File: config.mk
export PLATFORM = sky130hd
export DESIGN_NAME = agen_unit
export DESIGN_NICKNAME = d
export VERILOG_FILES = /design/src/verilog/agen_pkg.sv /design/src/verilog/mem_op_decode.sv /design/src/verilog/agen.sv /design/src/verilog/addr_xlate.sv /design/src/verilog/agen_unit.sv
export VERILOG_INCLUDE_DIRS = /design/src /design/src/include
export SDC_FILE = /design/constraint.sdc
export NUM_CORES = 1
export LEC_CHECK = 0
export ABC_AREA = 1
export BUFFER_PORTS_ARGS = -buffer_cell sky130_fd_sc_hd__buf_2
export CAP_MARGIN = 20
export CORE_MARGIN = 3
export CORE_UTILIZATION = 50
export DETAILED_ROUTE_END_ITERATION = 8
export PLACE_DENSITY = 0.69
export RECOVER_POWER = 25
export SLEW_MARGIN = 10
export SYNTH_ARGS = -nofsm -noshare
export SYNTH_HDL_FRONTEND = slang
export SYNTH_SLANG_ARGS = --single-unit
File: constraint.sdc
create_clock -name clk -period 6.2 [get_ports clk]
set_clock_uncertainty 0.1 [all_clocks]
set_input_delay 0.93 -clock clk [delete_from_list [all_inputs] [get_ports clk]]
set_output_delay 0.93 -clock clk [all_outputs]
set_load 0.03 [all_outputs]
File: src/include/agen_settings.svh
// address unit sizing: address width, page and cache line offsets, page-map depth
`ifndef AGEN_SETTINGS_SVH
`define AGEN_SETTINGS_SVH

// ====================
// address space
// ====================

// virtual and physical addresses share one width
`define AGEN_ADDR_W 32

// 4 KiB pages, so the page number is the upper 20 bits
`define AGEN_PAGE_BITS 12

// ====================
// cache and translation
// ====================

// 64-byte lines, used by next-line rounding
`define AGEN_LINE_BITS 6

// entries in the software-loaded page map
`define AGEN_MAP_ENTRIES 4

`endif

File: src/verilog/agen_pkg.sv
// address unit types: opcodes, instruction formats and union, operation and result structs, faults
`default_nettype none

package agen_pkg;

`include "agen_settings.svh"

	// ====================
	// basic widths
	// ====================

	// virtual or physical byte address
	typedef logic [`AGEN_ADDR_W-1:0] address_t;

	// page numbers, everything above the page offset
	typedef logic [`AGEN_ADDR_W-`AGEN_PAGE_BITS-1:0] vpn_t;
	typedef logic [`AGEN_ADDR_W-`AGEN_PAGE_BITS-1:0] ppn_t;

	// access size as log2 of bytes: 0 byte, 1 wyde, 2 tetra, 3 octa
	typedef logic [1:0] size_t;

	// ====================
	// opcodes
	// ====================

	// low two bits pick load, unsigned load or store within a size group
	typedef enum logic [6:0] {
		LDB  = 7'h10,
		LDBU = 7'h11,
		STB  = 7'h12,
		LDW  = 7'h14,
		LDWU = 7'h15,
		STW  = 7'h16,
		LDT  = 7'h18,
		LDTU = 7'h19,
		STT  = 7'h1A,
		LDO  = 7'h1C,
		STO  = 7'h1E,
		AMO  = 7'h2F
	} opcode_t;

	// ====================
	// instruction word
	// ====================

	// load/store view: disp is a signed byte
	typedef struct packed {
		opcode_t    opcode;
		logic [4:0] rt;
		logic [4:0] ra;
		logic [4:0] rb;
		logic [1:0] sc;
		logic [7:0] disp;
	} lsn_fmt_t;

	// atomic view: same opcode and register fields, size carried in the word
	typedef struct packed {
		opcode_t    opcode;
		logic [4:0] rt;
		logic [4:0] ra;
		logic [4:0] rb;
		logic [3:0] amo_fn;
		logic [2:0] amo_size;
		logic [2:0] spare;
	} amo_fmt_t;

	// one 32-bit word read either way
	typedef union packed {
		lsn_fmt_t lsn;
		amo_fmt_t amo;
	} insn_t;

	// ====================
	// pipeline payloads
	// ====================

	// priority order is illegal, misalign, miss
	typedef enum logic [1:0] {
		FLT_NONE,
		FLT_ILLEGAL,
		FLT_MISALIGN,
		FLT_MISS
	} fault_t;

	// decoded memory op as handed to agen
	typedef struct packed {
		logic     is_amo;
		logic     illegal;
		size_t    size;
		logic [1:0] sc;
		address_t disp;
		address_t a;
		address_t b;
		logic     next_line;
	} mem_op_t;

	// translated address with its fault code
	typedef struct packed {
		address_t paddr;
		fault_t   fault;
		size_t    size;
	} xlate_result_t;

endpackage

`default_nettype wire

File: src/verilog/mem_op_decode.sv
// memory op decoder: reads the instruction union and registers the decoded operation
`default_nettype none
`timescale 1ns/100ps

module mem_op_decode (
	input  wire logic               clk,
	input  wire logic               rst,
	input  wire logic               in_valid,
	input  wire agen_pkg::insn_t    insn,
	input  wire agen_pkg::address_t a,
	input  wire agen_pkg::address_t b,
	input  wire logic               next_line,
	output agen_pkg::mem_op_t       op,
	output logic                    op_valid
);

	import agen_pkg::*;

	// decoded op before the register
	mem_op_t op_d;

	// ====================
	// decode
	// ====================

	always_comb begin
		op_d = '0;
		// operands pass straight through
		op_d.a = a;
		op_d.b = b;
		op_d.next_line = next_line;
		// load/store view supplies the scale and displacement
		op_d.sc = insn.lsn.sc;
		op_d.disp = address_t'($signed(insn.lsn.disp));
		// opcode sits in the same bits in both formats
		case (insn.lsn.opcode)
			LDB, LDBU, STB:
				op_d.size = 2'd0;
			LDW, LDWU, STW:
				op_d.size = 2'd1;
			LDT, LDTU, STT:
				op_d.size = 2'd2;
			LDO, STO:
				op_d.size = 2'd3;
			AMO: begin
				op_d.is_amo = 1'b1;
				// atomics use an unscaled index and no displacement
				op_d.sc = 2'd0;
				op_d.disp = '0;
				// size comes from the atomic view of the word
				op_d.size = insn.amo.amo_size[1:0];
				// nothing wider than an octa
				op_d.illegal = insn.amo.amo_size > 3'd3;
			end
			default:
				op_d.illegal = 1'b1;
		endcase
	end

	// ====================
	// op register
	// ====================

	always_ff @(posedge clk) begin
		if (rst) begin
			op_valid <= 1'b0;
		end else begin
			op_valid <= in_valid;
		end
		// op is held until the next issue, agen and the translator read it later
		if (in_valid) begin
			op <= op_d;
		end
	end

	// one op is in flight at a time, the pipe needs four cycles to drain
	a_issue_spacing: assert property (@(posedge clk) disable iff (rst)
		in_valid |=> !in_valid [*3]);

endmodule

`default_nettype wire

File: src/verilog/agen.sv
// address generator: effective address adder, next-line rounding, sticky result valid
`default_nettype none
`timescale 1ns/100ps

`include "agen_settings.svh"

module agen (
	input  wire logic              clk,
	input  wire logic              rst,
	input  wire agen_pkg::mem_op_t op,
	input  wire logic              op_valid,
	input  wire logic              done,
	output agen_pkg::address_t     vaddr,
	output logic                   vaddr_valid
);

	import agen_pkg::*;

	localparam int LINE_BITS = `AGEN_LINE_BITS;

	address_t scaled_b;
	address_t sum;
	address_t vaddr_d;
	// first stage of the sticky valid
	logic     valid_s1;

	// ====================
	// adder
	// ====================

	always_comb begin
		scaled_b = op.b << op.sc;
		// atomics add the raw index only
		if (op.is_amo) begin
			sum = op.a + op.b;
		end else begin
			sum = op.a + scaled_b + op.disp;
		end
		// next line: drop the line offset and step the line number
		if (op.next_line) begin
			vaddr_d = {sum[`AGEN_ADDR_W-1:LINE_BITS] + 1'b1, {LINE_BITS{1'b0}}};
		end else begin
			vaddr_d = sum;
		end
	end

	// address loads with the op strobe and then holds for the translator
	always_ff @(posedge clk) begin
		if (op_valid) begin
			vaddr <= vaddr_d;
		end
	end

	// ====================
	// sticky valid
	// ====================

	// set by the op strobe, handed on a cycle later,
	// both stages drop as soon as the translator reports done
	always_ff @(posedge clk) begin
		if (rst) begin
			valid_s1 <= 1'b0;
			vaddr_valid <= 1'b0;
		end else begin
			if (op_valid) begin
				valid_s1 <= 1'b1;
			end
			vaddr_valid <= valid_s1;
			if (done) begin
				valid_s1 <= 1'b0;
				vaddr_valid <= 1'b0;
			end
		end
	end

	// the translator only finishes an address that is still held here
	a_done_needs_valid: assert property (@(posedge clk) disable iff (rst)
		done |-> vaddr_valid);

endmodule

`default_nettype wire

File: src/verilog/addr_xlate.sv
// address translator: page map, parallel lookup, alignment check, fault priority, done strobe
`default_nettype none
`timescale 1ns/100ps

`include "agen_settings.svh"

module addr_xlate (
	input  wire logic                                  clk,
	input  wire logic                                  rst,
	input  wire agen_pkg::address_t                    vaddr,
	input  wire logic                                  vaddr_valid,
	input  wire agen_pkg::size_t                       size,
	input  wire logic                                  illegal,
	input  wire logic                                  map_we,
	input  wire logic [$clog2(`AGEN_MAP_ENTRIES)-1:0]  map_idx,
	input  wire agen_pkg::vpn_t                        map_vpn,
	input  wire agen_pkg::ppn_t                        map_ppn,
	output logic                                       out_valid,
	output agen_pkg::xlate_result_t                    result
);

	import agen_pkg::*;

	localparam int ENTRIES = `AGEN_MAP_ENTRIES;
	localparam int PAGE_BITS = `AGEN_PAGE_BITS;

	// ====================
	// page map
	// ====================

	vpn_t               entry_vpn [ENTRIES];
	ppn_t               entry_ppn [ENTRIES];
	logic [ENTRIES-1:0] entry_v;

	// a write is visible to a lookup on the next edge
	always_ff @(posedge clk) begin
		if (rst) begin
			entry_v <= '0;
		end else if (map_we) begin
			entry_v[map_idx] <= 1'b1;
		end
		if (map_we) begin
			entry_vpn[map_idx] <= map_vpn;
			entry_ppn[map_idx] <= map_ppn;
		end
	end

	// ====================
	// lookup and checks
	// ====================

	vpn_t               va_vpn;
	logic [ENTRIES-1:0] hit_vec;
	ppn_t               hit_ppn;
	logic               hit;
	logic [2:0]         low_mask;
	logic               misalign;
	logic               fire;
	xlate_result_t      res_d;

	always_comb begin
		va_vpn = vaddr[`AGEN_ADDR_W-1:PAGE_BITS];
		hit_ppn = '0;
		// all entries compare at once, at most one may match
		for (int i = 0; i < ENTRIES; i++) begin
			hit_vec[i] = entry_v[i] && (entry_vpn[i] == va_vpn);
			if (hit_vec[i]) begin
				hit_ppn = hit_ppn | entry_ppn[i];
			end
		end
		hit = |hit_vec;
		// low bits that must be zero for this size
		low_mask = 3'((4'd1 << size) - 4'd1);
		misalign = |(vaddr[2:0] & low_mask);
	end

	// fault priority: illegal, then misalign, then miss
	always_comb begin
		res_d.size = size;
		res_d.paddr = hit ? {hit_ppn, vaddr[PAGE_BITS-1:0]} : '0;
		if (illegal) begin
			res_d.fault = FLT_ILLEGAL;
			res_d.paddr = '0;
		end else if (misalign) begin
			// keeps the translated address when the page hits
			res_d.fault = FLT_MISALIGN;
		end else if (!hit) begin
			res_d.fault = FLT_MISS;
		end else begin
			res_d.fault = FLT_NONE;
		end
	end

	// ====================
	// result register
	// ====================

	// agen's valid stays up one cycle past the strobe, a pending result blocks a repeat
	assign fire = vaddr_valid && !out_valid;

	always_ff @(posedge clk) begin
		if (rst) begin
			out_valid <= 1'b0;
		end else begin
			out_valid <= fire;
		end
		if (fire) begin
			result <= res_d;
		end
	end

	// software must never load two live entries for one page
	a_unique_hit: assert property (@(posedge clk) disable iff (rst)
		vaddr_valid |-> $onehot0(hit_vec));

endmodule

`default_nettype wire

File: src/verilog/agen_unit.sv
// address unit top level: decoder, address generator and translator
`default_nettype none
`timescale 1ns/100ps

`include "agen_settings.svh"

module agen_unit (
	input  wire logic                                  clk,
	input  wire logic                                  rst,
	// issue side
	input  wire logic                                  in_valid,
	input  wire agen_pkg::insn_t                       insn,
	input  wire agen_pkg::address_t                    a,
	input  wire agen_pkg::address_t                    b,
	input  wire logic                                  next_line,
	// page-map load
	input  wire logic                                  map_we,
	input  wire logic [$clog2(`AGEN_MAP_ENTRIES)-1:0]  map_idx,
	input  wire agen_pkg::vpn_t                        map_vpn,
	input  wire agen_pkg::ppn_t                        map_ppn,
	// translated result
	output logic                                       out_valid,
	output agen_pkg::xlate_result_t                    result
);

	import agen_pkg::*;

	// decoder to agen
	mem_op_t  op;
	logic     op_valid;
	// agen to translator
	address_t vaddr;
	logic     vaddr_valid;

	mem_op_decode decode_i (
		.clk       (clk),
		.rst       (rst),
		.in_valid  (in_valid),
		.insn      (insn),
		.a         (a),
		.b         (b),
		.next_line (next_line),
		.op        (op),
		.op_valid  (op_valid)
	);

	// out_valid doubles as the done strobe
	agen agen_i (
		.clk         (clk),
		.rst         (rst),
		.op          (op),
		.op_valid    (op_valid),
		.done        (out_valid),
		.vaddr       (vaddr),
		.vaddr_valid (vaddr_valid)
	);

	// size and illegal come from the held op
	addr_xlate xlate_i (
		.clk         (clk),
		.rst         (rst),
		.vaddr       (vaddr),
		.vaddr_valid (vaddr_valid),
		.size        (op.size),
		.illegal     (op.illegal),
		.map_we      (map_we),
		.map_idx     (map_idx),
		.map_vpn     (map_vpn),
		.map_ppn     (map_ppn),
		.out_valid   (out_valid),
		.result      (result)
	);

endmodule

`default_nettype wire

== Word-level counts from Yosys, hierarchy flattened ==
Memories as Yosys holds them, arrays and structs flattened.
Cells that the tools add are included.

* $add $sub $neg: 5
* $mul: 0
* Div/mod/pow operators: 0
* Magnitude comparators: 3
* Eq/ne operators: 16
* Shifts and indexed selects: 2
* Multiplexer cells: 15
* Bitwise logic cells: 6
* Reductions and logical operators: 15

{| class="wikitable"
|+ Operators with widths
! operator !! count
|-
| adder 32 bit || 3
|-
| == test 20 bit || 4
|-
| 2-to-1 mux 20 bit || 4
|-
| == test 7 x 5 -> 1 bit (second input constant) || 11
|-
| 2-to-1 mux 32 bit || 2
|-
| bitwise OR 20 bit || 3
|-
| << shifter 32 x 2 -> 32 bit || 1
|-
| adder 26 x 1 -> 26 bit (second input constant) || 1
|-
| OR reduction 11 bit || 1
|-
| OR reduction 3 bit || 3
|-
| one-hot mux 2 bit (4 select lines) || 1
|-
| == test 7 x 6 -> 1 bit (second input constant) || 1
|-
| logical AND 1 bit || 6
|-
| OR reduction 2 bit || 3
|-
| 2-to-1 mux 1 bit || 4
|-
| 2-to-1 mux 2 bit || 2
|-
| bitwise OR 4 bit || 1
|-
| OR reduction 4 bit || 1
|-
| bitwise AND 3 bit || 1
|-
| greater-than comparator 3 x 2 -> 1 bit (second input constant) || 1
|-
| < comparator 2 x 3 -> 1 bit (second input constant) || 1
|-
| << shifter 1 x 2 -> 3 bit (first input constant) || 1
|-
| subtractor 3 x 1 -> 3 bit (second input constant) || 1
|-
| demux 1 bit (select 2 bit) || 1
|-
| 4 further kinds || 4
|}

* Register bits after elaboration: 155
* Latch bits: 0
* Bits in writable memories: 160
* ROM bits: 0
* Input port bits: 143
* Memories kept: 2

{| class="wikitable"
|+ Memory list
! memory !! depth !! width !! read ports !! clocked after memory_dff !! write ports !! line !! RTL
|-
| xlate_i.entry_ppn || 4 || 20 || 4 || 0 || 1 || addr_xlate.sv:32 || <nowiki>ppn_t entry_ppn [ENTRIES];</nowiki>
|-
| xlate_i.entry_vpn || 4 || 20 || 4 || 0 || 1 || addr_xlate.sv:31 || <nowiki>vpn_t entry_vpn [ENTRIES];</nowiki>
|}

== Longest topological paths before layout ==
* Word-level depth: 9
* Gate-level depth with buffers: 30
* Depth with buffers taken out: 29

== Modules after synthesis ==
From an unflattened synthesis, not the netlist that was laid out.

* Cells, all modules: 2337
* Area total of the unflattened synthesis: 19812.8 um^2

{| class="wikitable"
|+ By module, submodules not included
! module !! times used !! cells an instance !! area an instance (um^2)
|-
| addr_xlate || 1 || 794 || 8673.3
|-
| agen || 1 || 1387 || 8355.5
|-
| mem_op_decode || 1 || 156 || 2783.9
|}

== Worst setup path before layout ==
No wires, ideal clock.

* Kind: input to register
* Start: in map_we
* End: mem xlate_i.entry_ppn[3][0] (netlist name) (enable)
* Setup time: 489 ps
* Arrival time: 3814 ps
* Path slack: 1797 ps
* Cell stages on the path: 2
* Path buffers: 0
* Cells stage by stage: inv_1 > nor3_1

* Cells in the longest elaborated chain, start to end: 2

{| class="wikitable"
|+ RTL lines
! element !! line !! RTL
|-
| start: declaration || agen_unit.sv:17 || <nowiki>input wire logic map_we,</nowiki>
|-
| 2-to-1 mux 1 bit || addr_xlate.sv:42 || <nowiki>if (map_we) begin</nowiki>
|-
| 2-to-1 mux 1 bit (not written as such) || addr_xlate.sv:44 || <nowiki>entry_ppn[map_idx] <= map_ppn;</nowiki>
|-
| end: declaration || addr_xlate.sv:32 ||
|}

Every way passes these cells.

== Final worst setup path ==
* Start: reg, netlist name decode_i.op[97]
* End: reg agen_i.vaddr[24] (data pin)

* Cells in the longest elaborated chain, start to end: 6

{| class="wikitable"
|+ RTL lines
! element !! line !! RTL
|-
| << shifter 32 x 2 -> 32 bit * || agen.sv:32 || <nowiki>scaled_b = op.b << op.sc;</nowiki>
|-
| adder 32 bit * (2 in series) || agen.sv:37 || <nowiki>sum = op.a + scaled_b + op.disp;</nowiki>
|-
| 2-to-1 mux 32 bit * || agen.sv:34 || <nowiki>if (op.is_amo) begin</nowiki>
|-
| adder 26 x 1 -> 26 bit || agen.sv:41 || <nowiki>vaddr_d = {sum[`AGEN_ADDR_W-1:LINE_BITS] + 1'b1, {LINE_BITS{1'b0}}};</nowiki>
|-
| 2-to-1 mux 32 bit * || agen.sv:40 || <nowiki>if (op.next_line) begin</nowiki>
|-
| named net agen_i.vaddr_d[24] || agen.sv:23 || <nowiki>address_t vaddr_d;</nowiki>
|-
| end signal: assignment || agen.sv:50 || <nowiki>vaddr <= vaddr_d;</nowiki>
|-
| end: declaration || agen.sv:13 || <nowiki>output agen_pkg::address_t vaddr,</nowiki>
|}

The timed path passes the listed nets; every way through them passes the cells marked *.
A chain may end at the register's enable or synchronous reset.

==> run metrics <==
highest-count cells in the layout ignoring fill and taps=595 x nand2_1, 381 x inv_1, 307 x edfxtp_1; area grow syn2layout=13.57%; ys async rst share=0; ant diodes=0; Net Count, Synth=2,403; syn avg cell area=8.751 µm²; Tightest Pin Transition=0.9969 ns; largest area contributor in the netlist=edfxtp_1; GP Congestion=0.9994; Post-Syn Instances=2,165; RSZ-0062 raised after global routing=false; starting density of the core=0.5126; dpl hpwl=38.80 mm; MaxCap Viol Count=0; crit path from=decode_i.op[97]; H-tree levels=2; CTS tree=built; Chip Height=200.7 µm; Die ar.=40,270 µm²; GRT overflow=0; Resized cells post-CTS=0; largest net degree at the start of global routing=81; CP max-delay cell=fa_1; total power=6844 µW; worst r2r src=decode_i.op[97]; kind of cell adding the most delay to the critical path=simple AND/OR/NAND/NOR gates; core area=36,960 µm²; Nets=2,589; top post-synthesis cells by area=edfxtp_1 49%, nand2_1 12%, inv_1 7.5%; Max Slew Vio Count=0; Synth Register Bits=315; element type at the critical path start=flip-flop; endpoints failing hold=0; clk buf depth=3; Top FF cell, synth=edfxtp_1; HP Class=reg2reg; Yosys top cell area share=0.4866; register area share after synthesis=0.4950; fill count=3,362; CP cell instances=buf_4 -> inv_1 -> o21ai_0 -> nor2_1 -> fa_1 -> ha_1 -> inv_1 -> fa_1 -> inv_1 -> nand2_1 -> nand2_1 -> nand3_2 -> nand3_1 -> nand2_1 -> nand2_1 -> nand2_2 -> inv_1 -> ha_1 -> nand3_1 -> nor3_2 -> nand2_2 -> nor2_4 -> nand2_2 -> xor2_1; vias in the first global route=14,610; Post-DRT Antenna Nets=0; Post-CTS Setup Repair Bufs=0; Post-route DRC=0; endpoints failing setup=0; Placement Rows=70; Worst Path Max Fanout=34; I/O pin total=180; hold_buf cts=0; crit-path max cell delay=0.49 ns; Synth Warn #=0; Clock transition at path regs=0.06 ns; run status=complete, no violations; max frequency=207.2 MHz; Pwr per Cell Area=318.0 nW/µm²; first-pass GRT wire length=78.26 mm; Via Count=15,060; Yosys cell types=48; CP Capture Type=flip-flop; CP Data Required Time=6.41 ns; Via density=5.228; post-route minimum period=4.827 ns; slew margin rel.=0.3354; critical path arrival=5.04 ns; CP Buf/Inv Count=5; Routed wire per std cell=17.42 µm; root buf cell=clkbuf_16; commonest non-fill, non-tap cell in the layout=nand2_1; combinational fraction of design power=0.326; CTS buffer count=35; Leak=0.009777 µW; CP Class=reg2reg; Int Pwr=4406 µW; Post-synth EDFFs=307; All-Layer GR Usage=0.2473; switching portion of total power=0.3562; port bufs=164; Post-Route WL=50.18 mm; Min-Delay Startpoint=agen_i.valid_s1; initial antenna violation count=0; hold slack=0.3406 ns; Peak supply drop=0.2315 mV; Skew-Pair Late Insertion Delay=0.56 ns; DRT iter0 DRCs=1,077; Sequential Power Share=0.384; clk sinks=315; die width=200.7 µm; Switching Power=2438 µW; clock power share=0.290; TNS Setup=0 ns; Syn Std Cell Area=18,950 µm²; share of cells above drive strength 1=0.1216; Tcrit/Tclk final=0.7785; Initial DRT Pass Iterations=6
-- routing by layer --
metal / GRT usage / vias to the layer above / routed length, µm
met5: 0 / - / 0
met4: 0.07779 / 0 / 1362
met3: 0.03292 / 84 / 2856
met2: 0.4250 / 444 / 24360
met1: 0.3274 / 7105 / 21600
li1: - / 7429 / -
-- sequential cells by signal, indices dropped and copies added, names as in the netlist --
| signal | count |
|---|---|
| agen_i.valid_s1 | 1 |
| agen_i.vaddr_valid | 1 |
| decode_i.op | 79 |
| xlate_i.entry_ppn | 80 |
| decode_i.op_valid | 1 |
| xlate_i.entry_vpn | 80 |
| xlate_i.out_valid | 1 |
| xlate_i.entry_v | 4 |
| xlate_i.result | 36 |
| agen_i.vaddr | 32 |
-- cell families (layout without fill, tap and decap cells) --
logic type,after synthesis,after routing,synth area share
AND/OR/NAND/NOR,1065,1065,0.2448
buffers and inverters,419,631,0.08347
AO/OA/AOI/OAI,173,173,0.05243
flip-flops,315,315,0.4950
XOR/XNOR,50,50,0.02311
multiplexers,48,48,0.02536
adder cells (fa/ha/maj),95,95,0.07581
-- tightest hold or removal path: stages (launching register included) --
cell and delay [ns]:
dfxtp_1 0.31, inv_1 0.05, nor2_1 0.04
-- path summary, 6_finish.rpt --
path	slack [ns]	cells after the start	end
setup / recovery	1.37	24	agen_i.vaddr[24]
hold / removal	0.34	2	agen_i.vaddr_valid
setup reg to reg	1.37	24	agen_i.vaddr[24]
hold reg to reg	0.34	2	agen_i.vaddr_valid
-- stage by stage --
stage          std cells  cell area [µm²]    util  worst slack [ns]
6_report            2881            21520  0.5822             1.373
5_1_grt             2881            21520  0.5822             1.082
4_1_cts             2878            21520  0.5821             1.384
3_5_place_dp        2815            20400  0.5520             1.353
3_3_place_gp        2815            20400  0.5520             1.462
2_1_floorplan       2165            18950       -             1.797
-- cell usage after synthesis (2+ instances only) --
cell type / instances
nand2_1: 595
nor3_2: 2
inv_2: 7
nand3_2: 9
dfxtp_1: 8
buf_1: 2
a221oi_1: 6
mux2i_1: 48
nand4_1: 29
fa_1: 33
o22ai_1: 13
nand2_2: 28
nor3_1: 12
a22o_1: 2
a21oi_1: 45
o21a_1: 2
nand3_1: 147
a211oi_1: 3
xnor2_1: 21
o2111ai_1: 8
buf_2: 7
ha_1: 62
nand3b_1: 5
o21ai_2: 2
nor2_1: 190
inv_1: 381
or2_2: 2
o21ai_0: 82
clkbuf_1: 21
a22oi_1: 2
nor4_1: 8
edfxtp_1: 307
a21oi_2: 2
o21bai_1: 3
nand3_4: 2
nor2_4: 11
xor2_1: 29
and2_1: 3
nor2_2: 17
-- cell type report --
cell class                      count  area [µm²]  area share
Clock buffer                       52       979.7     0.04553
Clock inverter                     11       132.6    0.006164
Inverter                          389        1460     0.06786
Multi-Input combinational cell   1431        8020      0.3727
Sequential cell                   315        9379      0.4359
Tap cell                          504       630.6     0.02931
Timing Repair Buffer              179       915.9     0.04256
-- power groups by stage --
stage	Combinational, µW	Clock (µW)	Sequential [µW]
after detailed placement	2200	0	2670
final	2230	1980	2630
after CTS	2210	2040	2630
after floorplan	1610	0	2640
after global routing	2520	2130	2640
after global placement	2160	0	2670
Note: power is estimated with default switching activity, not from simulation.
